$ cat src/fetch_macros.svh
`ifndef FETCH_MACROS_SVH
`define FETCH_MACROS_SVH

// Address of the first bundle fetched after reset.
`define RESET_PC 32'h0000_0000

// Number of 64-bit words in the instruction memory.
// Fetch addresses wrap modulo eight times this size.
`define ITIM_WORDS 64

// Default number of pc/bundle entries in the fetch buffer.
`define FETCH_BUF_DEPTH 4

`endif

$ cat src/fetch_pkg.sv
`default_nettype none

package fetch_pkg;

  // Byte address of an instruction or bundle.
  typedef logic [31:0] addr_t;

  // One RISC-V instruction word.
  typedef logic [31:0] instr_t;

  // Two instructions fetched together from one aligned doubleword.
  // The lo field holds the instruction at the lower address.
  typedef struct packed {
    instr_t hi;
    instr_t lo;
  } bundle_t;

endpackage

`default_nettype wire

$ cat src/instr_unpack.sv
`timescale 1ns/1ns
`default_nettype none

module instr_unpack (
  input  logic              clock,
  input  logic              reset,
  input  logic              flush,
  input  fetch_pkg::addr_t   flush_pc,
  input  logic              buf_valid,
  output logic              buf_ready,
  input  fetch_pkg::addr_t   buf_pc,
  input  fetch_pkg::bundle_t buf_data,
  output logic              instr_valid,
  input  logic              instr_ready,
  output fetch_pkg::addr_t   instr_pc,
  output fetch_pkg::instr_t  instr_data
);
  import fetch_pkg::*;

  logic upper;     // The lower instruction of the current bundle has been sent.
  logic skip_low;  // The redirect target is the upper instruction of the next bundle.
  logic sel_upper;
  logic accept;

  assign sel_upper = upper || skip_low;
  assign accept    = instr_valid && instr_ready;

  assign instr_valid = buf_valid;
  assign instr_pc    = sel_upper ? buf_pc + addr_t'(4) : buf_pc;
  assign instr_data  = sel_upper ? buf_data.hi : buf_data.lo;

  // The bundle leaves the buffer together with its upper instruction.
  assign buf_ready = sel_upper && instr_ready;

  always_ff @(posedge clock) begin
    if (reset == 1'b0) begin
      upper    <= 1'b0;
      skip_low <= 1'b0;
    end else if (flush) begin
      upper    <= 1'b0;
      skip_low <= flush_pc[2];
    end else if (accept) begin
      if (sel_upper) begin
        upper    <= 1'b0;
        skip_low <= 1'b0;
      end else begin
        upper <= 1'b1;
      end
    end
  end

endmodule

`default_nettype wire

$ cat config.mk
export PLATFORM = sky130hd
export DESIGN_NAME = instr_unpack
export DESIGN_NICKNAME = d
export VERILOG_FILES = /design/src/fetch_macros.svh /design/src/fetch_pkg.sv /design/src/instr_unpack.sv
export SDC_FILE = /design/constraint.sdc
export NUM_CORES = 1
export LEC_CHECK = 0
export ABC_AREA = 0
export BUFFER_PORTS_ARGS = -buffer_cell sky130_fd_sc_hd__clkbuf_2
export CAP_MARGIN = 10
export CORE_MARGIN = 8
export CORE_UTILIZATION = 27
export CTS_BUF_LIST = sky130_fd_sc_hd__clkbuf_8 sky130_fd_sc_hd__clkbuf_16
export CTS_CLUSTER_SIZE = 24
export DETAILED_ROUTE_END_ITERATION = 12
export MAX_ROUTING_LAYER = met4
export PLACE_DENSITY = 0.9
export SYNTH_ARGS = -nofsm -noshare
export SYNTH_HDL_FRONTEND = slang
export SYNTH_SLANG_ARGS = --single-unit
$ cat constraint.sdc
create_clock -name clock -period 1.7 [get_ports clock]
set_input_delay 0 -clock clock [delete_from_list [all_inputs] [get_ports clock]]
set_output_delay 0 -clock clock [all_outputs]
set_load 0.01 [all_outputs]
==> impl_metrics.json <==
{
  "ys_top_cells_by_area": "sky130_fd_sc_hd__mux2_2 (25%), sky130_fd_sc_hd__xnor2_1 (16%), sky130_fd_sc_hd__mux2_1 (8.1%), sky130_fd_sc_hd__xor2_1 (6.3%), sky130_fd_sc_hd__nor4_4 (5.7%)",
  "share_of_yosys_cell_area_claimed_by_the_top_area_cell_type_pct": 25.2,
  "std_cell_rows": 23,
  "criticalPathCategory": "reg -> out",
  "final-setup-viol-count": 0,
  "p_per_area_mw_per_mm2": 355,
  "synth-warning-count": 0,
  "setup.reg_to_reg.worst_slack_ns": 0.64,
  "p_leak_nw": 1.13,
  "buffer_cell_driving_the_clock_tree_root": "sky130_fd_sc_hd__clkbuf_8",
  "synth_nets": 266,
  "synth.ff_latch_count": 2,
  "finClkSkew_ns": 0.00207,
  "timing_hold_violations_final": 0,
  "dieHeight_um": 80.3,
  "num_vias": 1625,
  "fillerInstances": 379,
  "timing.hold.worst_path_depth": 0,
  "worst-path-max-fanout": 4,
  "area_of_the_die_mm2": 0.00645,
  "post-dp-hpwl_um": 4930,
  "timing.reg2reg.worst_path_depth": 4,
  "areaGrowthSynthToFinish_pct": 85.4,
  "setup.worst_path.start_class": "flip-flop",
  "drv_slew": 0,
  "grt_overflow_total": 0,
  "grt_max_degree": 37,
  "path_delay_family": "flip-flops",
  "max_slew.worst_pin.slew_ns": 0.442,
  "cts_sinks": 2,
  "required_ns": 1.70,
  "place_area_mm2": 0.00200,
  "crit_chain": "o21ai_1 > buf_4 > nor4_1 > xor2_1 > clkbuf_2",
  "drv_cap": 0,
  "synth_cells": 132,
  "layout_cell_share_with_drive_strength_beyond_1_pct": 68.2,
  "detail_route.vias_per_cell": 4.66,
  "initial_utilization_pct": 27.9,
  "setup.worst_path.end_class": "output port",
  "status": "finished clean",
  "io_buffers": 163,
  "clock_latency_reported_for_the_late_side_of_the_worst_skew_pair_ns": 0.21,
  "worstReg2RegStart": "upper",
  "cp_slowest_cell": "sky130_fd_sc_hd__dfxtp_1",
  "wire_length_per_cell_um": 15.3,
  "clock.fmax_ghz": 0.632,
  "cp.arrival_ns": 1.58,
  "period_share_pct": 93.1,
  "cts_made_buffers": 3,
  "boundaryPins": 199,
  "global_route_usage_over_all_layers_pct": 15.9,
  "r2r_path_end": "upper",
  "gp_routability_congestion": 0.888,
  "hold_path_startpoint": "buf_pc[1]",
  "syn_area_per_cell_um2": 8.46,
  "drt_wl_total_um": 5340,
  "slew_headroom_pct": 70.3,
  "path_clk_slew_ns": 0.03,
  "tritoncts_clock_tree": "built",
  "via_count_of_the_first_global_routing_pass": 1724,
  "die_w_um": 80.3,
  "drtPass1Iterations": 2,
  "hold-path-endpoint": "instr_pc[1]",
  "fin_crit_ns": 1.58,
  "grt_pass1_wl_um": 8050,
  "antenna_found_initial": 0,
  "max-vdd-ir-drop_mv": 0.317,
  "area_of_all_placed_cells_without_fillers_mm2": 0.00207,
  "cts_h_tree_lvls": 1,
  "detail_route.iter0.violations": 35,
  "crit_buf_inv": 2,
  "final_standard_cell_utilization_of_the_core_pct": 51.7,
  "clock_path_buffers": 2,
  "synth_largest_area_cell": "sky130_fd_sc_hd__mux2_2",
  "antennaDiodeCount": 0,
  "netlist_area_mm2": 0.00112,
  "grt_setup_unrepaired": "yes",
  "count_of_unique_library_cells_instantiated_by_yosys": 29,
  "critPathMaxStageDelay_ns": 0.37,
  "hold_path.class": "in -> out",
  "synth_seq_area_share_pct": 3.59,
  "core_box_area_mm2": 0.00400,
  "post_layout_net_count": 435,
  "detail-route-antenna-nets": 0,
  "route.detailed.drc": 0
}
## registers in the layout (all words and copies together), names as in the netlist
register	flops
skip_low	1
upper	1
## cell usage after synthesis, drive strengths merged
| cell | n |
|---|---|
| and2 | 3 |
| and3 | 4 |
| and4 | 2 |
| buf | 6 |
| dfxtp | 2 |
| ha | 1 |
| inv | 3 |
| mux2 | 33 |
| mux2i | 1 |
| nand2 | 10 |
| nand3 | 11 |
| nand4 | 10 |
| nor2 | 5 |
| nor2b | 1 |
| nor3 | 2 |
| nor3b | 1 |
| nor4 | 5 |
| o211ai | 1 |
| o21ai | 2 |
| xnor2 | 21 |
| xor2 | 8 |
## metal layers
| metal | vias to the layer above | GRT usage (%) | routed length [um] |
|---|---|---|---|
| met5 | - | - | 0 |
| met4 | 0 | 2.00 | 27 |
| met3 | 2 | 5.92 | 639 |
| met2 | 98 | 29.7 | 2790 |
| met1 | 710 | 15.4 | 1880 |
| li1 | 815 | - | - |
## where the power goes
group / switching [mW] / total (mW) / leakage (nW) / internal (mW)
combinational: 0.239 / 0.499 / 1.09 / 0.260
sequential: 0.00224 / 0.0517 / 0.0164 / 0.0495
clock: 0.0337 / 0.183 / 0.0216 / 0.149
total: 0.275 / 0.734 / 1.13 / 0.458
## cells by family after synthesis
kind of cell	after synthesis	share of synthesized area (%)
mux	34	34.2
simple gates	54	32.4
flops	2	3.59
buf+inv	9	4.37
fa+ha+maj	1	1.12
xor+xnor	29	22.8
compound gates	3	1.57
## final cells by class
type / count / area, um^2 / share of cell area, %
multi-input combinational: 121 / 1030 / 49.6
sequential: 2 / 40.0 / 1.93
inverter: 3 / 11.3 / 0.544
clock buffer: 3 / 41.3 / 2.00
tap: 50 / 62.6 / 3.02
timing repair buffer: 170 / 887 / 42.9
## worst max-delay path by stage
stage / cells past startpoint / endpoint / start
4_1_cts: 5 / instr_pc[22] / upper
6_report: 5 / instr_pc[10] / upper
5_1_grt: 6 / instr_pc[30] / upper
2_1_floorplan: 4 / instr_pc[22] / upper
3_5_place_dp: 5 / instr_pc[22] / upper
3_3_place_gp: 5 / instr_pc[22] / upper
## stage by stage
stage	std cells	power, mW	hold slack [ns]	setup WS (ns)	TNS [ns]
finish	349	0.734	0.0000220	0.117	0
global route	349	0.788	0.0000781	-0.00472	-0.00472
CTS	347	0.746	0.0000686	0.0409	0
detailed placement	343	0.553	0.0000686	0.259	0
global placement	343	0.542	0.0000686	0.305	0
floorplan	132	0.285	0.0761	0.368	0
## layout by cell type, fill, tap and decap left out, drive strengths merged, types with 4 or more instances in the layout
cell	synthesis	final
clkbuf	0	166
nor4	5	5
nand2	10	10
xor2	8	8
nor2	5	5
and3	4	4
nand3	11	11
buf	6	6
nand4	10	10
mux2	33	33
xnor2	21	21
## timing repair
item / CTS / global route
gates resized for setup: 0 / 1
buffers inserted: 0 / 2
endpoints found under the setup margin: 0 / 13
hold buffers: 1 / 0
endpoints found under the hold margin: 1 / 0
(Power assumes the default switching activity.)
