--- src/fetch_macros.svh ---
`ifndef FETCH_MACROS_SVH
`define FETCH_MACROS_SVH

// Address of the first bundle fetched after reset.
`define RESET_PC 32'h0000_0000

// Number of 64-bit words in the instruction memory.
// Fetch addresses wrap modulo eight times this size.
`define ITIM_WORDS 64

// Default number of pc/bundle entries in the fetch buffer.
`define FETCH_BUF_DEPTH 4

`endif

--- src/fetch_pkg.sv ---
`default_nettype none

package fetch_pkg;

  // Byte address of an instruction or bundle.
  typedef logic [31:0] addr_t;

  // One RISC-V instruction word.
  typedef logic [31:0] instr_t;

  // Two instructions fetched together from one aligned doubleword.
  // The lo field holds the instruction at the lower address.
  typedef struct packed {
    instr_t hi;
    instr_t lo;
  } bundle_t;

endpackage

`default_nettype wire

--- src/fetch_stage.sv ---
`timescale 1ns/1ns
`default_nettype none

`include "fetch_macros.svh"

module fetch_stage (
  input  logic              clock,
  input  logic              reset,
  input  logic              redirect_valid,
  input  fetch_pkg::addr_t   redirect_pc,
  output logic              mem_valid,
  output fetch_pkg::addr_t   mem_addr,
  input  logic              mem_ready,
  input  fetch_pkg::bundle_t mem_rdata,
  output logic              fetch_valid,
  output fetch_pkg::addr_t   fetch_pc,
  output fetch_pkg::bundle_t fetch_data,
  input  logic              fetch_ready
);
  import fetch_pkg::*;

  typedef enum logic [1:0] {
    idle,
    busy,
    jump
  } state_t;

  state_t state;
  state_t next_state;

  addr_t   pc;          // Address of the next request.
  logic    inflight;
  addr_t   inflight_pc;
  logic    resp_seen;   // Response returned but still parked in the memory read register.
  logic    hold_valid;
  addr_t   hold_pc;
  bundle_t hold_data;

  logic handover;
  logic hold_free;
  logic capture;
  logic park;
  logic issue;

  assign handover  = hold_valid && fetch_ready;
  assign hold_free = !hold_valid || handover;

  // At most one request is in flight and one bundle is held.
  // A new request may go out only once the in-flight one has landed.
  always_comb begin
    next_state = state;
    capture    = 1'b0;
    park       = 1'b0;
    issue      = 1'b0;
    case (state)
      idle: begin
        next_state = busy;
      end
      busy: begin
        capture = inflight && (mem_ready || resp_seen) && hold_free;
        park    = inflight && mem_ready && !hold_free;
        issue   = !inflight || capture;
      end
      jump: begin
        issue      = !inflight; // The response in this cycle is stale and is ignored.
        next_state = busy;
      end
      default: begin
        next_state = idle;
      end
    endcase
    if (redirect_valid) begin
      next_state = issue ? jump : busy;
    end
  end

  always_ff @(posedge clock) begin
    if (reset == 1'b0) begin
      state      <= idle;
      pc         <= `RESET_PC;
      inflight   <= 1'b0;
      resp_seen  <= 1'b0;
      hold_valid <= 1'b0;
    end else if (redirect_valid) begin
      state      <= next_state;
      pc         <= {redirect_pc[31:3], 3'b000};
      inflight   <= 1'b0;
      resp_seen  <= 1'b0;
      hold_valid <= 1'b0;
    end else begin
      state <= next_state;
      if (issue) begin
        pc       <= pc + addr_t'(8);
        inflight <= 1'b1;
      end
      if (capture) begin
        resp_seen <= 1'b0;
      end else if (park) begin
        resp_seen <= 1'b1;
      end
      if (capture) begin
        hold_valid <= 1'b1;
      end else if (handover) begin
        hold_valid <= 1'b0;
      end
    end
  end

  always_ff @(posedge clock) begin
    if (issue) begin
      inflight_pc <= pc;
    end
    if (capture) begin
      hold_pc   <= inflight_pc;
      hold_data <= mem_rdata;
    end
  end

  assign mem_valid   = issue;
  assign mem_addr    = pc;
  assign fetch_valid = hold_valid;
  assign fetch_pc    = hold_pc;
  assign fetch_data  = hold_data;

endmodule

`default_nettype wire

--- config.mk ---
export PLATFORM = sky130hd
export DESIGN_NAME = fetch_stage
export DESIGN_NICKNAME = d
export VERILOG_FILES = /design/src/fetch_pkg.sv /design/src/fetch_stage.sv
export VERILOG_INCLUDE_DIRS = /design/src
export SDC_FILE = /design/constraint.sdc
export NUM_CORES = 1
export LEC_CHECK = 0
export BUFFER_PORTS_ARGS = -buffer_cell sky130_fd_sc_hd__buf_2
export CAP_MARGIN = 0
export CORE_MARGIN = 3
export CORE_UTILIZATION = 40
export CTS_BUF_LIST = sky130_fd_sc_hd__clkbuf_16
export CTS_CLUSTER_SIZE = 40
export DETAILED_ROUTE_END_ITERATION = 12
export GPL_TIMING_DRIVEN = 0
export HOLD_SLACK_MARGIN = 0.15
export MAX_ROUTING_LAYER = met4
export PLACE_DENSITY_LB_ADDON = 0.15
export SLEW_MARGIN = 20
export SYNTH_ARGS = -nofsm -noshare
export SYNTH_HDL_FRONTEND = slang
export SYNTH_SLANG_ARGS = --single-unit
--- constraint.sdc ---
create_clock -name clock -period 9.4 [get_ports clock]
set_input_delay 0.94 -clock clock [delete_from_list [all_inputs] [get_ports clock]]
set_output_delay 0.94 -clock clock [all_outputs]
set_load 0.01 [all_outputs]
==> flow_metrics.tcl, run 1 <==
set metrics [dict create \
    clockBufferDepth 2 \
    post_route_cells_drive_above_1_share 0.438 \
    layout_setup_ws_ns 5.87 \
    antenna_found_initial 0 \
    crit_required_ns 8.46 \
    rsz0062_at_grt "no" \
    ys_seq_elements 156 \
    final_util 0.565 \
    instances_no_fill 801 \
    die_y_um 125 \
    finalCriticalPeriod_ns 3.53 \
    seq_area_um2 4340 \
    timing.slew.headroom 0.478 \
    vias_per_cell 4.87 \
    postCtsSetupBuffers 0 \
    worst-setup-path-type "in -> out" \
    slew_viol_final 0 \
    numCtsBuffers 17 \
    total_power_mw 1.50 \
    synth_cells 364 \
    fin_skew_ns 0.00819 \
    ant_nets 0 \
    power.leakage_nw 2.99 \
    hp-class "reg -> reg" \
    die_w_um 125 \
    grt-ovfl-total 0 \
    cts_resized 0 \
    vias 3898 \
    critPathMaxFanout 38 \
    ys_seq_area_frac 0.766 \
    cts_tree "built" \
    tns_ns 0 \
    syn_area_per_cell_um2 15.6 \
    rows 42 \
    grt_pass1_vias 3879 \
    port_buffers 221 \
    dieArea_um2 15700 \
    yosysWarnings 0 \
    syn_area_um2 5670 \
    dr.pass1.iters 5 \
    grt_pass1_wl_um 21200 \
    drt-wirelength-per-cell_um 16.9 \
    clkTransAtPathRegs_ns 0.06 \
    placedCellCount 769 \
    clkSinkCount 156 \
    nets 717 \
    startpoint_type "primary input" \
    syn_to_final_growth_pct 35.0 \
    whs_ns 0.411 \
    post-route-drc-count 0 \
    dp_hpwl_um 10300 \
    synth_top_area_share 0.646 \
    synth_area_leaders "edfxtp_1 (65%), dfxtp_1 (12%), xnor2_1 (3.1%), o21ai_0 (2.3%), a21oi_1 (1.9%)" \
    status "finished, final reports clean" \
    yosysTopAreaCell "edfxtp_1" \
    power_density_nw_per_um2 195 \
    post-place-ws_ns 5.84 \
    drt_first_iter_violations 235 \
    design_area_um2 7660 \
    hold_buffers 0 \
    num-fill-cells 1165 \
    drv_cap 0 \
    worst_pin_slew_ns 0.781 \
    grt_use_total 0.181 \
    setup_viol 0 \
    place_area_um2 7100 \
    hold_viol 0 \
    clk_latency_ns 0.41 \
    htree_levels 4 \
    core_um2 13600 \
    arrival_ns 2.59 \
    routed_wl_um 13500 \
    irDropWorstVdd_mv 0.108 \
    globalplace.congestion 0.844 \
    antenna_cells 0 \
    cp-end-kind "output pin" \
    grt_max_degree 39 \
    fmax_mhz 283 \
    yosysUniqueCellTypes 42 \
    io_pins 231 \
    start_util 0.419 \
    multiInputGateArea_um2 1220 \
    cts_root_buf "clkbuf_16" \
    min_period_over_period 0.375 \
]
[cell usage in the layout (no fill, tap or decap), types with 10 or more instances in the layout]
| cell type | instances |
|---|---|
| buf_2 | 222 |
| edfxtp_1 | 122 |
| dfxtp_1 | 34 |
| o21ai_0 | 26 |
| a21oi_1 | 22 |
| xnor2_1 | 20 |
| clkbuf_16 | 17 |
| nand2_1 | 15 |
| clkbuf_1 | 11 |
| nand4_1 | 10 |
[power by group]
group	leakage, nW	switching (mW)	internal (mW)	total [mW]
clock	0.266	0.252	0.384	0.635
combinational	1.33	0.0432	0.0381	0.0813
sequential	1.39	0.0177	0.762	0.780
[path summary, 6_finish.rpt]
path / from / slack, ns / depth (start not counted) / to
min: inflight_pc[26]$_DFFE_PP_ / 0.41 / 0 / fetch_pc[26]$_DFFE_PP_
max: mem_ready / 5.87 / 5 / mem_valid
min reg2reg: inflight_pc[26]$_DFFE_PP_ / 0.41 / 0 / fetch_pc[26]$_DFFE_PP_
max reg2reg: state[1]$_SDFFE_PN0P_ / 6.65 / 8 / mem_addr[28]$_SDFFE_PN0P_
[layer usage]
layer	routed length, um	up-vias	GRT usage
li1	-	1867	-
met1	5710	1844	0.226
met2	6660	175	0.277
met3	999	12	0.0635
met4	148	0	0.0625
met5	0	-	-
[logic make-up after synthesis]
family                     after synthesis  share of synthesized area
buffers and inverters                   27                     0.0236
adders and majority gates                4                    0.00882
DFF                                    156                      0.766
and+or+nand+nor                         85                     0.0959
xor gates and xnor gates                22                     0.0340
muxes                                    1                    0.00176
other                                    1                   0.000661
AOI/OAI and AO/OA                       68                     0.0697
[state kept, by name, summed over array words and instances (netlist names)]
| register | flops |
|---|---|
| inflight_pc | 29 |
| mem_addr | 29 |
| fetch_data | 64 |
| resp_seen | 1 |
| state | 2 |
| fetch_valid | 1 |
| fetch_pc | 29 |
| inflight | 1 |
[critical path: stages]
cell and delay, ns:
buf_2 0.11, o211ai_1 0.36, o32a_4 0.27, clkinv_2 0.51, buf_2 0.36
[cells in the mapped netlist, drive strengths merged]
cell type  count
xnor2         20
o211a          2
nand2b         4
o21ai         32
clkbuf        11
clkinv         2
conb           1
a311oi         1
nor3           7
a21boi         1
edfxtp       122
o211ai         1
xor2           2
o2bb2ai        1
ha             4
and4           3
buf            8
nor2           8
a211oi         1
nor4           8
mux2i          1
and3           8
o32a           1
o2111a         1
or3            4
nor2b          2
or2            1
nand2         15
and2           3
nor4b          2
nand3          9
a31oi          5
nand4         11
inv            6
a21oi         22
dfxtp         34
[final cells by class]
cell class              instances  area share
flip-flops and latches        156       0.567
multi-input cells             186       0.160
repair buffers                224       0.154
clock buffers                  17      0.0556
well taps                     176      0.0288
clock inverters                15      0.0170
plain buffers                  19      0.0134
inverters                       8     0.00408
(Power assumes the default switching activity.)
==> run 2, diff against run 1 <==
==> constraint.sdc (replaced) <==
create_clock -name clock -period 3.6 [get_ports clock]
set_input_delay 0.36 -clock clock [delete_from_list [all_inputs] [get_ports clock]]
set_output_delay 0.36 -clock clock [all_outputs]
set_load 0.01 [all_outputs]
==> flow_metrics.tcl, run 2 (synthesis results as in run 1) <==
set metrics [dict create \
    use_met1 0.228 \
    numCtsBuffers 17 \
    use_met3 0.0567 \
    grtUsageMet2 0.321 \
    grt-ovfl-total 0 \
    routed_wl_um 14700 \
    final_common_cell "buf_2" \
    port_buffers 221 \
    rows 42 \
    clkSinkCount 156 \
    setup_viol 0 \
    drv_cap 0 \
    hold_buffers 64 \
    critPathSlowestCell "clkinv_2" \
    slowest_delay_ns 0.54 \
    cts_resized 0 \
    die_w_um 125 \
    power.leakage_nw 3.30 \
    grt_pass1_vias 4290 \
    antenna_found_initial 0 \
    rsz0062_at_grt "no" \
    hp-class "in -> reg" \
    irDropWorstVdd_mv 0.275 \
    postCtsSetupBuffers 0 \
    crit_required_ns 3.24 \
    globalplace.congestion 0.849 \
    dieArea_um2 15700 \
    startpoint_type "register" \
    hold_viol 0 \
    fmax_mhz 342 \
    start_util 0.419 \
    clk_latency_ns 0.42 \
    post-route-drc-count 0 \
    grt_max_degree 39 \
    io_pins 231 \
    vias_per_cell 4.81 \
    dp_hpwl_um 10500 \
    core_um2 13600 \
    cp-end-kind "output pin" \
    htree_levels 4 \
    ant_nets 0 \
    grt_pass1_wl_um 22800 \
    nets 782 \
    timing.slew.headroom 0.538 \
    post_route_cells_drive_above_1_share 0.402 \
    critPathMaxFanout 38 \
    antenna_cells 0 \
    power_density_nw_per_um2 492 \
    cts_tree "built" \
    cts_root_buf "clkbuf_16" \
    tns_ns 0 \
    vias 4157 \
    grt_most_used_layer "met2" \
    status "finished, final reports clean" \
    drt-wirelength-per-cell_um 17.0 \
    arrival_ns 2.56 \
    min_period_over_period 0.811 \
    dr.pass1.iters 4 \
    final_cell_mix "buf_2 (222), edfxtp_1 (122), dlygate4sd3_1 (64), dfxtp_1 (34), o21ai_0 (26)" \
    die_y_um 125 \
    worst-setup-path-type "reg -> out" \
    path_cells "inv_1 -> ha_1 -> o211ai_1 -> o32a_4 -> clkinv_2 -> buf_2" \
    finalCriticalPeriod_ns 2.92 \
    slew_viol_final 0 \
    clockBufferDepth 2 \
    fin_skew_ns 0.0187 \
    largest_reg_flops 64 \
    drt_first_iter_violations 237 \
    worst_pin_slew_ns 0.692 \
    grt_use_total 0.192 \
    num-fill-cells 1075 \
    syn_to_final_growth_pct 47.7 \
    clkTransAtPathRegs_ns 0.06 \
    final_util 0.618 \
]
==> run 2: final timing paths <==
path | depth (start not counted) | slack (ns) | from | endpoint
setup / recovery | 6 | 0.68 | state[1]$_SDFFE_PN0P_ | mem_valid
hold / removal | 2 | 0.18 | redirect_pc[4] | mem_addr[4]$_SDFFE_PN0P_
setup reg to reg | 8 | 0.80 | state[1]$_SDFFE_PN0P_ | mem_addr[28]$_SDFFE_PN0P_
hold reg to reg | 0 | 0.41 | inflight_pc[26]$_DFFE_PP_ | fetch_pc[26]$_DFFE_PP_
==> run 2: report_power, final <==
group | switching, mW | total [mW] | internal (mW) | leakage (nW)
Sequential | 0.0451 | 2.04 | 1.99 | 1.39
Clock | 0.669 | 1.81 | 1.15 | 0.293
Combinational | 0.129 | 0.274 | 0.146 | 1.61
==> run 2: final cells by class <==
type,instances,area (um2),share of cell area
clock inverter,14,179,0.0213
sequential,156,4340,0.518
timing repair buffer,289,1860,0.222
clock buffer,17,425,0.0508
tap,176,220,0.0263
buffer,19,103,0.0122
inverter,8,31.3,0.00373
multi-input combinational,186,1220,0.146
==> run 2: metrics by stage <==
step / power [mW] / hold WS, ns / cell area, um2 / setup WS (ns) / instances
finish: 4.12 / 0.179 / 8380 / 0.679 / 865
floorplan: 2.17 / 0.400 / 5700 / 0.937 / 369
global route: 4.28 / 0.174 / 8380 / 0.479 / 865
global placement: 2.28 / 0.401 / 7030 / 0.335 / 766
detailed placement: 2.29 / 0.405 / 7140 / 0.811 / 770
CTS: 4.17 / 0.158 / 8380 / 0.604 / 865
==> run 2: critical path, delay by kind of cell (launching register included) <==
kind | cells | cell delay, ns
buf+inv | 3 | 0.98
fa+ha+maj | 1 | 0.26
compound gates | 2 | 0.53
flops | 1 | 0.37
==> run 2: routing by layer <==
metal  routed length (um)  up-vias
li1                     -     1998
met1                 6110     1992
met2                 7560      156
met3                  882       11
met4                  125        0
met5                    0        -
==> run 3, diff against run 2 <==
==> constraint.sdc (replaced) <==
create_clock -name clock -period 2.79 [get_ports clock]
set_input_delay 0.279 -clock clock [delete_from_list [all_inputs] [get_ports clock]]
set_output_delay 0.279 -clock clock [all_outputs]
set_load 0.01 [all_outputs]
==> flow_metrics.tcl, run 3 (synthesis results as in run 1) <==
set metrics [dict create \
    critPathMaxFanout 38 \
    place_area_um2 7140 \
    path_cells "inv_1 -> ha_1 -> o211ai_1 -> o32a_4 -> clkinv_4 -> buf_2" \
    power_density_nw_per_um2 624 \
    vias_per_cell 4.80 \
    min_from "redirect_pc[31]" \
    setup_viol 0 \
    antenna_cells 0 \
    vias 4235 \
    drt_first_iter_violations 240 \
    rrSetupSlack_ns 0.22 \
    drv_cap 0 \
    arrival_ns 2.30 \
    power_frac_seq 0.491 \
    slew_viol_final 0 \
    grt_max_degree 39 \
    pwr-share-clk 0.438 \
    cts_tree "built" \
    dr.pass1.iters 4 \
    whs_ns 0.173 \
    largest_reg_flops 64 \
    rsz0062_at_grt "no" \
    holdPathEnd "mem_addr[31]$_SDFFE_PN0P_" \
    clkTransAtPathRegs_ns 0.06 \
    globalplace.congestion 0.849 \
    drt-wirelength-per-cell_um 16.7 \
    grt_pass1_wl_um 23100 \
    final_cell_mix "buf_2 (222), edfxtp_1 (122), dlygate4sd3_1 (82), dfxtp_1 (34), o21ai_0 (26)" \
    post_route_cells_drive_above_1_share 0.392 \
    post-route-drc-count 0 \
    fmax_mhz 388 \
    p_comb_frac 0.070 \
    clockBufferDepth 2 \
    cts_root_buf "clkbuf_16" \
    slowest_delay_ns 0.45 \
    grt_use_total 0.194 \
    ant_nets 0 \
    port_buffers 221 \
    htree_levels 4 \
    clk_latency_ns 0.41 \
    layout_setup_ws_ns 0.213 \
    syn_to_final_growth_pct 51.0 \
    cp-end-kind "output pin" \
    postCtsSetupBuffers 0 \
    routed_wl_um 14800 \
    power.switching_mw 1.09 \
    hold_viol 0 \
    worst_pin_slew_ns 0.612 \
    power.leakage_nw 3.37 \
    grt_pass1_vias 4361 \
    status "finished, final reports clean" \
    min_period_over_period 0.924 \
    startpoint_type "register" \
    timing.rr.end "fetch_data[35]$_DFFE_PP_" \
    crit_required_ns 2.51 \
    io_pins 231 \
    fin_skew_ns 0.0106 \
    p_sw_frac 0.204 \
    dp_hpwl_um 10500 \
    die_w_um 125 \
    instances_no_fill 883 \
    worst-setup-path-type "reg -> out" \
    grt-ovfl-total 0 \
    final_common_cell "buf_2" \
    placedCellCount 770 \
    irDropWorstVdd_mv 0.355 \
    start_util 0.419 \
    final_util 0.632 \
    hp-class "in -> reg" \
    nets 800 \
    reg2reg_depth 8 \
    core_um2 13600 \
    die_y_um 125 \
    critPathSlowestCell "o32a_4" \
    clkSinkCount 156 \
    numCtsBuffers 17 \
    antenna_found_initial 0 \
    design_area_um2 8570 \
    r2r_start "state[1]$_SDFFE_PN0P_" \
    cell_internal_pwr_mw 4.25 \
    finalCriticalPeriod_ns 2.58 \
    dieArea_um2 15700 \
    num-fill-cells 1053 \
    rows 42 \
    post-place-ws_ns 0.00110 \
    hold_depth 3 \
    timing.slew.headroom 0.591 \
]
run 3: cell types whose count changed in the layout (fill, tap and decap cells not counted):
| cell | change |
|---|---|
| clkinv_2 | -1 |
| dlygate4sd3_1 | +18 |
| clkinv_4 | +1 |
run 3: final cells by class:
cell class | count | area [um2] | area share
Buffer | 19 | 103 | 0.0120
Timing Repair Buffer | 307 | 2040 | 0.238
Inverter | 8 | 35.0 | 0.00409
Clock inverter | 14 | 179 | 0.0209
Clock buffer | 17 | 425 | 0.0497
Sequential cell | 156 | 4340 | 0.507
Tap cell | 176 | 220 | 0.0257
Multi-Input combinational cell | 186 | 1220 | 0.143
run 3: how the worst max path moves through the flow:
stage | start | slack [ns] | endpoint
2_1_floorplan | state[1]$_SDFFE_PN0P_ | 0.13 | fetch_data[0]$_DFFE_PP_
4_1_cts | state[1]$_SDFFE_PN0P_ | 0.16 | mem_valid
5_1_grt | state[1]$_SDFFE_PN0P_ | 0.04 | mem_addr[28]$_SDFFE_PN0P_
3_5_place_dp | state[1]$_SDFFE_PN0P_ | 0.001 | mem_addr[28]$_SDFFE_PN0P_
3_3_place_gp | state[1]$_SDFFE_PN0P_ | -0.47 | fetch_data[60]$_DFFE_PP_
6_report | state[1]$_SDFFE_PN0P_ | 0.21 | mem_valid
run 3: through the flow:
step | total power, mW | TNS (ns)
finish | 5.34 | 0
CTS | 5.40 | 0
detailed placement | 2.96 | 0
global placement | 2.94 | -43.19
floorplan | 2.80 | 0
global route | 5.54 | 0
run 3: power groups by stage:
stage / combinational (mW) / clock (mW) / sequential [mW]
2_1_floorplan: 0.122 / 0 / 2.67
3_3_place_gp: 0.270 / 0 / 2.67
3_5_place_dp: 0.282 / 0 / 2.68
4_1_cts: 0.376 / 2.39 / 2.63
5_1_grt: 0.410 / 2.50 / 2.63
6_report: 0.375 / 2.34 / 2.63
run 3: repair_timing:
action | 4_1_cts | 5_1_grt
setup endpoints to repair | 2 | 0
hold buffers | 82 | 0
endpoints found under the hold margin | 82 | 0
gates resized for setup | 1 | 0
run 3: layer usage:
metal  track usage  wire length (um)  vias to the layer above
met5             -                 0                        -
met4        0.0504               129                        0
met3        0.0559               943                       13
met2         0.329              7620                      172
met1         0.229              6070                     2012
li1              -                 -                     2038
run 3: critical path, delay by kind of cell, from the launching register on:
family / cells / cell delay [ns]
compound gates: 2 / 0.69
flops: 1 / 0.34
fa+ha+maj: 1 / 0.28
buf+inv: 3 / 0.58
