<file path="config.mk">
export PLATFORM = sky130hd
export DESIGN_NAME = fetch_buffer
export DESIGN_NICKNAME = d
export VERILOG_FILES = /design/src/fetch_pkg.sv /design/src/fetch_buffer.sv
export VERILOG_INCLUDE_DIRS = /design/src
export SDC_FILE = /design/constraint.sdc
export NUM_CORES = 1
export LEC_CHECK = 0
export ABC_AREA = 0
export BUFFER_PORTS_ARGS = -buffer_cell sky130_fd_sc_hd__buf_2
export CAP_MARGIN = 15
export CORE_MARGIN = 5
export CORE_UTILIZATION = 51
export CTS_CLUSTER_DIAMETER = 30
export CTS_CLUSTER_SIZE = 16
export DETAILED_ROUTE_END_ITERATION = 6
export PLACE_DENSITY = 0.75
export SYNTH_ARGS = -nofsm -noshare
export SYNTH_HDL_FRONTEND = slang
export SYNTH_SLANG_ARGS = --single-unit
</file>
<file path="constraint.sdc">
create_clock -name clock -period 3.2 [get_ports clock]
set_clock_uncertainty 0.15 [all_clocks]
set_input_delay 0.32 -clock clock [delete_from_list [all_inputs] [get_ports clock]]
set_output_delay 0.32 -clock clock [all_outputs]
set_load 0.02 [all_outputs]
</file>
<file path="src/fetch_macros.svh">
`ifndef FETCH_MACROS_SVH
`define FETCH_MACROS_SVH

// Address of the first bundle fetched after reset.
`define RESET_PC 32'h0000_0000

// Number of 64-bit words in the instruction memory.
// Fetch addresses wrap modulo eight times this size.
`define ITIM_WORDS 64

// Default number of pc/bundle entries in the fetch buffer.
`define FETCH_BUF_DEPTH 4

`endif

</file>
<file path="src/fetch_pkg.sv">
`default_nettype none

package fetch_pkg;

  // Byte address of an instruction or bundle.
  typedef logic [31:0] addr_t;

  // One RISC-V instruction word.
  typedef logic [31:0] instr_t;

  // Two instructions fetched together from one aligned doubleword.
  // The lo field holds the instruction at the lower address.
  typedef struct packed {
    instr_t hi;
    instr_t lo;
  } bundle_t;

endpackage

`default_nettype wire

</file>
<file path="src/fetch_buffer.sv">
`timescale 1ns/1ns
`default_nettype none

`include "fetch_macros.svh"

module fetch_buffer #(
  parameter int DEPTH = `FETCH_BUF_DEPTH
) (
  input  logic              clock,
  input  logic              reset,
  input  logic              flush,
  input  logic              fetch_valid,
  output logic              fetch_ready,
  input  fetch_pkg::addr_t   fetch_pc,
  input  fetch_pkg::bundle_t fetch_data,
  output logic              buf_valid,
  input  logic              buf_ready,
  output fetch_pkg::addr_t   buf_pc,
  output fetch_pkg::bundle_t buf_data
);
  import fetch_pkg::*;

  localparam int ptr_w   = $clog2(DEPTH);
  localparam int count_w = $clog2(DEPTH + 1);

  addr_t   pc_mem   [DEPTH];
  bundle_t data_mem [DEPTH];

  logic [ptr_w-1:0]   wr_ptr;
  logic [ptr_w-1:0]   rd_ptr;
  logic [count_w-1:0] count;

  logic full;
  logic push;
  logic pop;

  // Pointers wrap at DEPTH so any depth works, not only powers of two.
  function automatic logic [ptr_w-1:0] next_ptr(input logic [ptr_w-1:0] ptr);
    if (ptr == ptr_w'(DEPTH - 1)) begin
      return '0;
    end
    return ptr + 1'b1;
  endfunction

  assign full        = (count == count_w'(DEPTH));
  assign buf_valid   = (count != '0);
  assign fetch_ready = !full || buf_ready; // A full buffer still takes a bundle while one leaves.
  assign push        = fetch_valid && fetch_ready;
  assign pop         = buf_valid && buf_ready;

  always_ff @(posedge clock) begin
    if ((reset == 1'b0) || flush) begin
      wr_ptr <= '0;
      rd_ptr <= '0;
      count  <= '0;
    end else begin
      if (push) begin
        wr_ptr <= next_ptr(wr_ptr);
      end
      if (pop) begin
        rd_ptr <= next_ptr(rd_ptr);
      end
      if (push && !pop) begin
        count <= count + 1'b1;
      end else if (pop && !push) begin
        count <= count - 1'b1;
      end
    end
  end

  always_ff @(posedge clock) begin
    if (push) begin
      pc_mem[wr_ptr]   <= fetch_pc;
      data_mem[wr_ptr] <= fetch_data;
    end
  end

  assign buf_pc   = pc_mem[rd_ptr];
  assign buf_data = data_mem[rd_ptr];

endmodule

`default_nettype wire

</file>
==> impl_metrics.env, run 1 <==
export IMPL_worstHoldPathType="in2reg"
export IMPL_numClockSinks=393
export IMPL_synth_top_cell_area_share_pct=80.78
export IMPL_place_inst=1113
export IMPL_via_per_inst=5.328
export IMPL_combPwrFrac_pct=6.3
export IMPL_switchingPower_uw=2866
export IMPL_antenna_found_initial=2
export IMPL_synth_async_reset_ratio_pct=0
export IMPL_maxCapViolCount=0
export IMPL_utilization_pct=68.57
export IMPL_num_vias=7097
export IMPL_initial_utilization_pct=51.52
export IMPL_met3_usage_pct=5.560
export IMPL_cts_buffer_depth=3
export IMPL_grt_usage_pct=18.62
export IMPL_status="complete, no violations"
export IMPL_relSlewSlack_pct=43.92
export IMPL_grt_overflow=0
export IMPL_setup_violations=0
export IMPL_synth_warnings=0
export IMPL_grt_max_degree=97
export IMPL_wire_per_inst_um=21.72
export IMPL_syn_area_sq_mm=0.01427
export IMPL_synth_avg_cell_area_sq_um=25.91
export IMPL_synth_area_leader_cell="edfxtp_1"
export IMPL_required_ns=2.73
export IMPL_path_class="reg2out"
export IMPL_clkLatencyLatePin_ns=0.53
export IMPL_p_leak_uw=0.006527
export IMPL_rsz0062_at_grt="no"
export IMPL_synth_edf_count=384
export IMPL_grt_pass1_wl_mm=44.37
export IMPL_setup_tns_ns=0
export IMPL_synth_fp_nets=659
export IMPL_period_share_pct=85.17
export IMPL_core_area_sq_mm=0.02771
export IMPL_seq_area_sq_mm=0.01172
export IMPL_ys_top_cells_by_count="edfxtp_1 (384), mux4_2 (96), clkbuf_1 (10), buf_2 (9), dfxtp_1 (9)"
export IMPL_total_power_uw=13510
export IMPL_multi_input_area_sq_mm=0.002460
export IMPL_yosysSeqAreaShare_pct=82.04
export IMPL_period_minus_slack_ns=2.725
export IMPL_dr_first_iter_drc_count=566
export IMPL_yosysMostFrequentCell="edfxtp_1"
export IMPL_fmax_mhz=366.9
export IMPL_die_h_um=177.3
export IMPL_grt_pass1_vias=7846
export IMPL_fillCellCount=1689
export IMPL_clkTransAtPathRegs_ns=0.05
export IMPL_p_seq_share_pct=43.4
export IMPL_firstDrtPassIters=4
export IMPL_fin_cells=1332
export IMPL_cts_tree="built"
export IMPL_cts_resized=0
export IMPL_ant_nets=0
export IMPL_dieArea_sq_mm=0.03144
export IMPL_clockPowerShare_pct=50.3
export IMPL_p_sw_share_pct=21.21
export IMPL_postSynthCellCount=551
export IMPL_cts_root_buf="clkbuf_16"
export IMPL_use_met1_pct=24.44
export IMPL_io_pins=199
export IMPL_hold_violations=0
export IMPL_worst_pin_slew_ns=0.8412
export IMPL_p_int_uw=10650
export IMPL_yosys_register_bits=393
export IMPL_synthDistinctLibCells=25
export IMPL_num_rows=61
export IMPL_synth_main_ff_cell="edfxtp_1"
export IMPL_portBuffers=198
export IMPL_slew_viol_final=0
export IMPL_p_per_area_mw_per_mm2=711.4
export IMPL_endpoint_kind="output port"
export IMPL_cts_buffers=67
export IMPL_top_usage_layer="met2"
export IMPL_synth_area_leaders="edfxtp_1 (81%), mux4_2 (15%), dfxtp_1 (1.3%), ha_1 (0.53%), buf_2 (0.32%)"
export IMPL_die_w_um=177.3
export IMPL_drt_total_wl_mm=28.93
export IMPL_final_nets=1010
export IMPL_drive_gt1_share_pct=43.38
export IMPL_dp_hpwl_mm=16.00
export IMPL_peakVddDrop_mv=0.5471
export IMPL_gp_congestion=0.8145
export IMPL_syn_to_final_growth_pct=33.09
export IMPL_grt_util_met2_pct=30.76
export IMPL_worst_path_max_fanout=33
export IMPL_drc=0
export IMPL_h_tree_depth=3
export IMPL_startpoint_type="flop"
export IMPL_cp_arrival_ns=2.26
worst max-delay path: stages, from the launching register on:
cell and delay [ns]:
dfxtp_4 0.69, buf_4 0.42, mux4_2 0.39, buf_2 0.18
layer usage:
| layer | up-vias | wire, um |
|---|---|---|
| met5 | - | 0 |
| met4 | 0 | 491 |
| met3 | 44 | 2409 |
| met2 | 304 | 14570 |
| met1 | 3633 | 11450 |
| li1 | 3116 | - |
state kept, by name (all words and copies together), names as in the netlist, named ones only:
signal	count
pc_mem	128
count	3
wr_ptr	2
rd_ptr	2
data_mem	256
power by group through the flow:
stage | Sequential [uW] | Combinational (uW) | Clock [uW]
after floorplan | 5950 | 445 | 0
after global placement | 5940 | 732 | 0
after detailed placement | 5960 | 755 | 0
after CTS | 5860 | 858 | 6900
after global routing | 5870 | 907 | 7220
final | 5860 | 848 | 6800
repair_timing:
item,in CTS,in global routing
buffers inserted,0,0
hold endpoints to repair,385,0
hold buffers,98,0
placed cells by master (no fill, tap or decap), types with 2 or more instances in the layout:
cell / Yosys / layout
clkinv_2: 0 / 6
clkinv_8: 0 / 2
clkinvlp_4: 0 / 6
clkbuf_1: 10 / 8
nand2_1: 2 / 2
mux4_2: 96 / 96
bufinv_16: 0 / 6
xor2_1: 2 / 2
buf_4: 4 / 2
dfxtp_4: 0 / 2
buf_2: 9 / 198
inv_6: 0 / 3
buf_12: 0 / 7
dlygate4sd3_1: 0 / 98
inv_1: 3 / 3
nand4_1: 2 / 2
or3_1: 2 / 2
edfxtp_1: 384 / 384
diode_2: 0 / 2
and3_4: 0 / 4
clkinv_4: 0 / 9
ha_1: 6 / 6
o31ai_1: 3 / 3
clkinv_1: 0 / 9
clkbuf_16: 0 / 69
nor2_1: 3 / 3
dfxtp_1: 9 / 7
a21oi_1: 2 / 2
o21ai_0: 2 / 2
through the flow:
stage / setup WS (ns) / cell area, sq um / hold slack, ns
global route: 0.3656 / 19000 / 0.06003
CTS: 0.4317 / 18990 / 0.004119
finish: 0.4746 / 19000 / 0.04390
detailed placement: 0.6203 / 15810 / 0.3597
global placement: 0.7464 / 15810 / 0.3482
floorplan: 0.6361 / 14280 / 0.2689
cells by family (layout without fill, tap and decap cells):
group,after synthesis,after routing,synth area share (%)
buffers and inverters,26,427,0.8677
other,0,2,0
AND/OR/NAND/NOR,19,19,0.7889
flip-flops,393,393,82.04
XOR/XNOR,2,2,0.1227
adder cells (fa/ha/maj),7,7,0.6661
AO/OA/AOI/OAI,7,7,0.2980
multiplexers,97,97,15.22
area by class of cell:
type	count	area share, %
inverters	3	0.05927
clock buffers	77	9.247
repair buffers	305	11.20
flip-flops and latches	393	61.68
well taps	378	2.489
diodes	2	0.02634
clock inverters	42	2.351
multi-input cells	132	12.95
worst paths after layout:
path | startpoint | end | slack (ns) | depth (start not counted)
max reg2reg | count[0] | count[2] | 0.66 | 8
min | flush | wr_ptr[1] | 0.04 | 4
min reg2reg | rd_ptr[0] | flop | 0.38 | 2
max | flop | buf_data[44] | 0.47 | 3
No activity file was read; power rests on OpenSTA's default activity.
==> run 2, diff against run 1 <==
--- a/config.mk
+++ b/config.mk
@@ -11,9 +11,11 @@
 export CAP_MARGIN = 15
 export CORE_MARGIN = 5
 export CORE_UTILIZATION = 51
+export CTS_BUF_LIST = sky130_fd_sc_hd__clkbuf_8 sky130_fd_sc_hd__clkbuf_16
 export CTS_CLUSTER_DIAMETER = 30
 export CTS_CLUSTER_SIZE = 16
 export DETAILED_ROUTE_END_ITERATION = 6
+export HOLD_SLACK_MARGIN = 0.05
 export PLACE_DENSITY = 0.75
 export SYNTH_ARGS = -nofsm -noshare
 export SYNTH_HDL_FRONTEND = slang
==> run 2 against run 1 <==
Sequential power is essentially flat. First-iteration DRC count decreased by 7.8%. Fmax shrank 0.17%. Final cell count grew 0.15%. Clock-buffer cell count decreased by 8. Critical endpoint unchanged.
==> impl_metrics.env, run 2 (same netlist as run 1, synthesis figures left out) <==
export IMPL_postCtsSetupRepairBufs=0
export IMPL_drc=0
export IMPL_initial_utilization_pct=51.52
export IMPL_required_ns=2.73
export IMPL_fillCellCount=1686
export IMPL_cts_buffers=67
export IMPL_worst_path_max_fanout=33
export IMPL_worstHoldPathType="in2reg"
export IMPL_grt_usage_pct=18.63
export IMPL_final_common_cell="edfxtp_1"
export IMPL_die_h_um=177.3
export IMPL_status="complete, no violations"
export IMPL_endpoint_kind="output port"
export IMPL_gp_congestion=0.8145
export IMPL_grt_overflow=0
export IMPL_drive_gt1_share_pct=43.29
export IMPL_largest_register="data_mem"
export IMPL_peakVddDrop_mv=0.5479
export IMPL_ant_nets=0
export IMPL_cts_tree="built"
export IMPL_grt_pass1_vias=7859
export IMPL_worst_pin_slew_ns=0.8450
export IMPL_dp_hpwl_mm=16.00
export IMPL_slowest_delay_ns=0.69
export IMPL_io_pins=199
export IMPL_grt_max_degree=97
export IMPL_place_inst=1113
export IMPL_hold_violations=0
export IMPL_setup_tns_ns=0
export IMPL_drt_total_wl_mm=28.94
export IMPL_final_cell_mix="edfxtp_1 (384), buf_2 (198), dlygate4sd3_1 (100)"
export IMPL_num_vias=7121
export IMPL_slew_viol_final=0
export IMPL_path_cells="buf_4, mux4_2, buf_2"
export IMPL_cts_root_buf="clkbuf_16"
export IMPL_antenna_found_initial=2
export IMPL_clkTransAtPathRegs_ns=0.05
export IMPL_numClockSinks=393
export IMPL_h_tree_depth=3
export IMPL_num_rows=61
export IMPL_critical_path_buf_inv_count=2
export IMPL_via_per_inst=5.338
export IMPL_wire_per_inst_um=21.69
export IMPL_cp_arrival_ns=2.26
export IMPL_syn_to_final_growth_pct=33.23
export IMPL_portBuffers=198
export IMPL_p_leak_uw=0.006569
export IMPL_firstDrtPassIters=5
export IMPL_core_area_sq_mm=0.02771
export IMPL_dieArea_sq_mm=0.03144
export IMPL_startpoint_type="flop"
export IMPL_cp_slowest_cell="dfxtp_4"
export IMPL_path_class="reg2out"
export IMPL_cts_buffer_depth=3
export IMPL_path_delay_family="flip-flops"
export IMPL_setup_violations=0
export IMPL_maxCapViolCount=0
export IMPL_final_nets=1012
export IMPL_p_per_area_mw_per_mm2=709.5
export IMPL_period_minus_slack_ns=2.730
export IMPL_dr_first_iter_drc_count=522
export IMPL_largestRegisters="data_mem (256), pc_mem (128), count (3)"
export IMPL_clkLatencyLatePin_ns=0.53
export IMPL_fin_cells=1334
export IMPL_relSlewSlack_pct=43.66
export IMPL_rsz0062_at_grt="no"
export IMPL_die_w_um=177.3
export IMPL_grt_pass1_wl_mm=44.42
export IMPL_fmax_mhz=366.3
export IMPL_largest_reg_flops=256
export IMPL_period_share_pct=85.32
run 2: changes by cell type in the layout (fill, tap and decap cells not counted), sizes merged:
cell	change
clkbuf	-8
inv	+8
dlygate4sd3	+2
run 2: final cells by class:
type	instances	area [sq um]	area share, %
Timing Repair Buffer	307	2147	11.29
Clock buffer	69	1727	9.079
Multi-Input combinational cell	132	2460	12.93
Tap cell	378	473.0	2.487
Clock inverter	50	476.7	2.507
Antenna cell	2	5.005	0.02632
Inverter	3	11.26	0.05921
Sequential cell	393	11720	61.62
run 2: worst reg2reg max path, cell delays in order (launching register included):
cell and delay [ns]:
dfxtp_1 0.36, or4b_1 0.70, and2_4 0.25, ha_1 0.22
inv_1 0.08, fa_1 0.18, xor2_1 0.08, or3_1 0.31
a21oi_1 0.14
run 2: through the flow:
stage | power (uW) | util (%) | instance area, sq um | setup slack [ns] | hold WS [ns]
4_1_cts | 13600 | 68.63 | 19010 | 0.4315 | 0.09013
3_5_place_dp | 6712 | 57.06 | 15810 | 0.6203 | 0.3597
5_1_grt | 13970 | 68.64 | 19020 | 0.3655 | 0.1351
3_3_place_gp | 6676 | 57.06 | 15810 | 0.7464 | 0.3482
2_1_floorplan | 6392 | - | 14280 | 0.6361 | 0.2689
6_report | 13490 | 68.64 | 19020 | 0.4698 | 0.1187
run 2: timing repair:
item                                    CTS  global route
resized for setup                         0             0
hold endpoints to repair                391             0
hold buffers                            100             0
endpoints found under the setup margin    0             0
run 2: final timing paths:
check,startpoint,end,slack [ns],cells after the start
max,flop,buf_data[44],0.47,3
min reg2reg,rd_ptr[0],flop,0.38,2
max reg2reg,count[0],count[2],0.66,8
min,buf_ready,flop,0.12,4
run 2: layer usage:
metal / vias to the layer above / GRT usage (%) / wire length (um)
li1: 3120 / - / -
met1: 3660 / 24.44 / 11360
met2: 297 / 30.83 / 14650
met3: 44 / 5.560 / 2429
met4: 0 / 5.285 / 499
met5: - / 0 / 0
run 2: where the power goes:
| group | leakage [uW] | switching (uW) | internal [uW] |
|---|---|---|---|
| Combinational | 0.00188 | 472 | 378 |
| Clock | 0.00109 | 2360 | 4420 |
| Sequential | 0.00360 | 41.0 | 5820 |
==> run 3, diff against run 2 <==
--- a/config.mk
+++ b/config.mk
@@ -10,13 +10,14 @@
 export BUFFER_PORTS_ARGS = -buffer_cell sky130_fd_sc_hd__buf_2
 export CAP_MARGIN = 15
 export CORE_MARGIN = 5
-export CORE_UTILIZATION = 51
+export CORE_UTILIZATION = 45
 export CTS_BUF_LIST = sky130_fd_sc_hd__clkbuf_8 sky130_fd_sc_hd__clkbuf_16
 export CTS_CLUSTER_DIAMETER = 30
 export CTS_CLUSTER_SIZE = 16
 export DETAILED_ROUTE_END_ITERATION = 6
 export HOLD_SLACK_MARGIN = 0.05
-export PLACE_DENSITY = 0.75
+export PLACE_DENSITY = 0.68
+export SLEW_MARGIN = 15
 export SYNTH_ARGS = -nofsm -noshare
 export SYNTH_HDL_FRONTEND = slang
 export SYNTH_SLANG_ARGS = --single-unit
==> run 3 against run 2 <==
Clock power rose by 9.4%. Largest cell class unchanged. Critical path type unchanged. Total power rose by 4.9%. Worst setup slack got worse by 0.034 ns. Clock-buffer cell count rose by 7.
==> impl_metrics.env, run 3 (same netlist as run 1, synthesis figures left out) <==
export IMPL_cts_tree="built"
export IMPL_min_delay_start="fetch_data[7]"
export IMPL_maxCapViolCount=0
export IMPL_fmax_mhz=361.8
export IMPL_p_per_area_mw_per_mm2=729.4
export IMPL_r2r_cells=5
export IMPL_routed_top_layer="met4"
export IMPL_reg2reg_to="wr_ptr[0]"
export IMPL_clockPowerShare_pct=52.5
export IMPL_switchingPower_uw=2992
export IMPL_via_per_inst=5.113
export IMPL_startpoint_type="flop"
export IMPL_wire_per_inst_um=20.89
export IMPL_setup_tns_ns=0
export IMPL_largestRegisters="data_mem (256), pc_mem (128), count (3)"
export IMPL_period_share_pct=86.38
export IMPL_r2r_setup_slack_ns=0.57
export IMPL_io_pins=199
export IMPL_path_delay_family="flip-flops"
export IMPL_path_class="reg2out"
export IMPL_num_vias=7061
export IMPL_critical_path_buf_inv_count=2
export IMPL_portBuffers=198
export IMPL_final_nets=1028
export IMPL_whs_endpoint="data_mem[3][7]"
export IMPL_worst_pin_slew_ns=0.8222
export IMPL_dp_hpwl_mm=16.60
export IMPL_die_h_um=188.1
export IMPL_dr_wl_met2_mm=14.30
export IMPL_grt_pass1_vias=7932
export IMPL_cts_buffers=74
export IMPL_setup_violations=0
export IMPL_reg2reg_from="count[1]"
export IMPL_grt_overflow=0
export IMPL_slowest_delay_ns=0.67
export IMPL_cp_slowest_cell="dfxtp_4"
export IMPL_worstHoldPathType="in2reg"
export IMPL_wl_met1_mm=11.99
export IMPL_h_tree_depth=3
export IMPL_largest_register="data_mem"
export IMPL_relSlewSlack_pct=45.19
export IMPL_core_area_sq_mm=0.03147
export IMPL_place_area_sq_mm=0.01590
export IMPL_cts_root_buf="clkbuf_16"
export IMPL_grt_max_degree=92
export IMPL_ant_nets=0
export IMPL_p_int_uw=11160
export IMPL_design_area_sq_mm=0.01940
export IMPL_worst_path_max_fanout=24
export IMPL_clkLatencyLatePin_ns=0.56
export IMPL_clkTransAtPathRegs_ns=0.05
export IMPL_rsz0062_at_grt="no"
export IMPL_worstHoldPathCells=2
export IMPL_drt_total_wl_mm=28.84
export IMPL_num_rows=65
export IMPL_slew_viol_final=0
export IMPL_grt_usage_pct=16.57
export IMPL_dieArea_sq_mm=0.03538
export IMPL_fillCellCount=2142
export IMPL_postCtsSetupRepairBufs=0
export IMPL_endpoint_kind="output port"
export IMPL_drive_gt1_share_pct=44.26
export IMPL_peakVddDrop_mv=0.5527
export IMPL_status="complete, no violations"
export IMPL_numClockSinks=393
export IMPL_path_cells="buf_12, mux4_2, buf_2"
export IMPL_cp_arrival_ns=2.29
export IMPL_multi_input_area_sq_mm=0.002460
export IMPL_antenna_found_initial=3
export IMPL_cts_buffer_depth=3
export IMPL_initial_utilization_pct=45.35
export IMPL_p_sw_share_pct=21.15
export IMPL_p_seq_share_pct=41.5
export IMPL_wl_met3_mm=2.017
export IMPL_seq_area_sq_mm=0.01172
export IMPL_die_w_um=188.1
export IMPL_final_common_cell="edfxtp_1"
export IMPL_dr_first_iter_drc_count=367
export IMPL_syn_to_final_growth_pct=35.89
export IMPL_gp_congestion=0.7195
export IMPL_required_ns=2.73
export IMPL_hold_violations=0
export IMPL_period_minus_slack_ns=2.764
export IMPL_final_cell_mix="edfxtp_1 (384), buf_2 (198), dlygate4sd3_1 (102)"
export IMPL_cts_resized=0
export IMPL_p_leak_uw=0.006759
export IMPL_grt_pass1_wl_mm=45.23
export IMPL_firstDrtPassIters=4
export IMPL_combPwrFrac_pct=6.0
export IMPL_largest_reg_flops=256
export IMPL_drc=0
## run 3: timing repair
action / CTS / global route
endpoints found under the hold margin: 393 / 0
hold buffers: 102 / 0
endpoints found under the setup margin: 0 / 0
## run 3: per-stage QoR
step	hold WS [ns]	std cells	utilization [%]	total power (uW)	setup WS, ns
6_report	0.3558	1381	61.63	14150	0.4357
5_1_grt	0.3515	1381	61.63	14640	0.2421
4_1_cts	0.3255	1378	61.61	14310	0.3153
3_5_place_dp	0.3565	1144	50.53	6722	0.7308
3_3_place_gp	0.3241	1144	50.53	6703	0.7448
2_1_floorplan	0.2689	551	-	6392	0.6361
## run 3: worst max-delay path by stage
stage               cells after the start       from             end
floorplan                               3   count[0]  data_mem[0][0]
global placement                        9  buf_ready        count[2]
detailed placement                      9  buf_ready        count[2]
CTS                                     3       flop    buf_data[59]
global route                            3       flop      buf_pc[13]
finish                                  3       flop    buf_data[59]
## run 3: routing by layer
metal,track usage [%],vias up
li1,-,3157
met5,0,-
met4,5.167,0
met3,4.803,47
met1,21.83,3619
met2,27.01,238
## run 3: area by class of cell
type	count	share of cell area, %
diodes	3	0.03870
clock buffers	76	9.746
repair buffers	316	11.51
flip-flops and latches	393	60.41
well taps	402	2.593
multi-input cells	132	12.68
clock inverters	56	2.967
inverters	3	0.05805
## run 3: power by group through the flow
stage	Combinational (uW)	Sequential, uW	Clock (uW)
after floorplan	445	5950	0
after global placement	746	5960	0
after detailed placement	757	5970	0
after CTS	863	5870	7570
after global routing	915	5880	7840
final	851	5870	7420
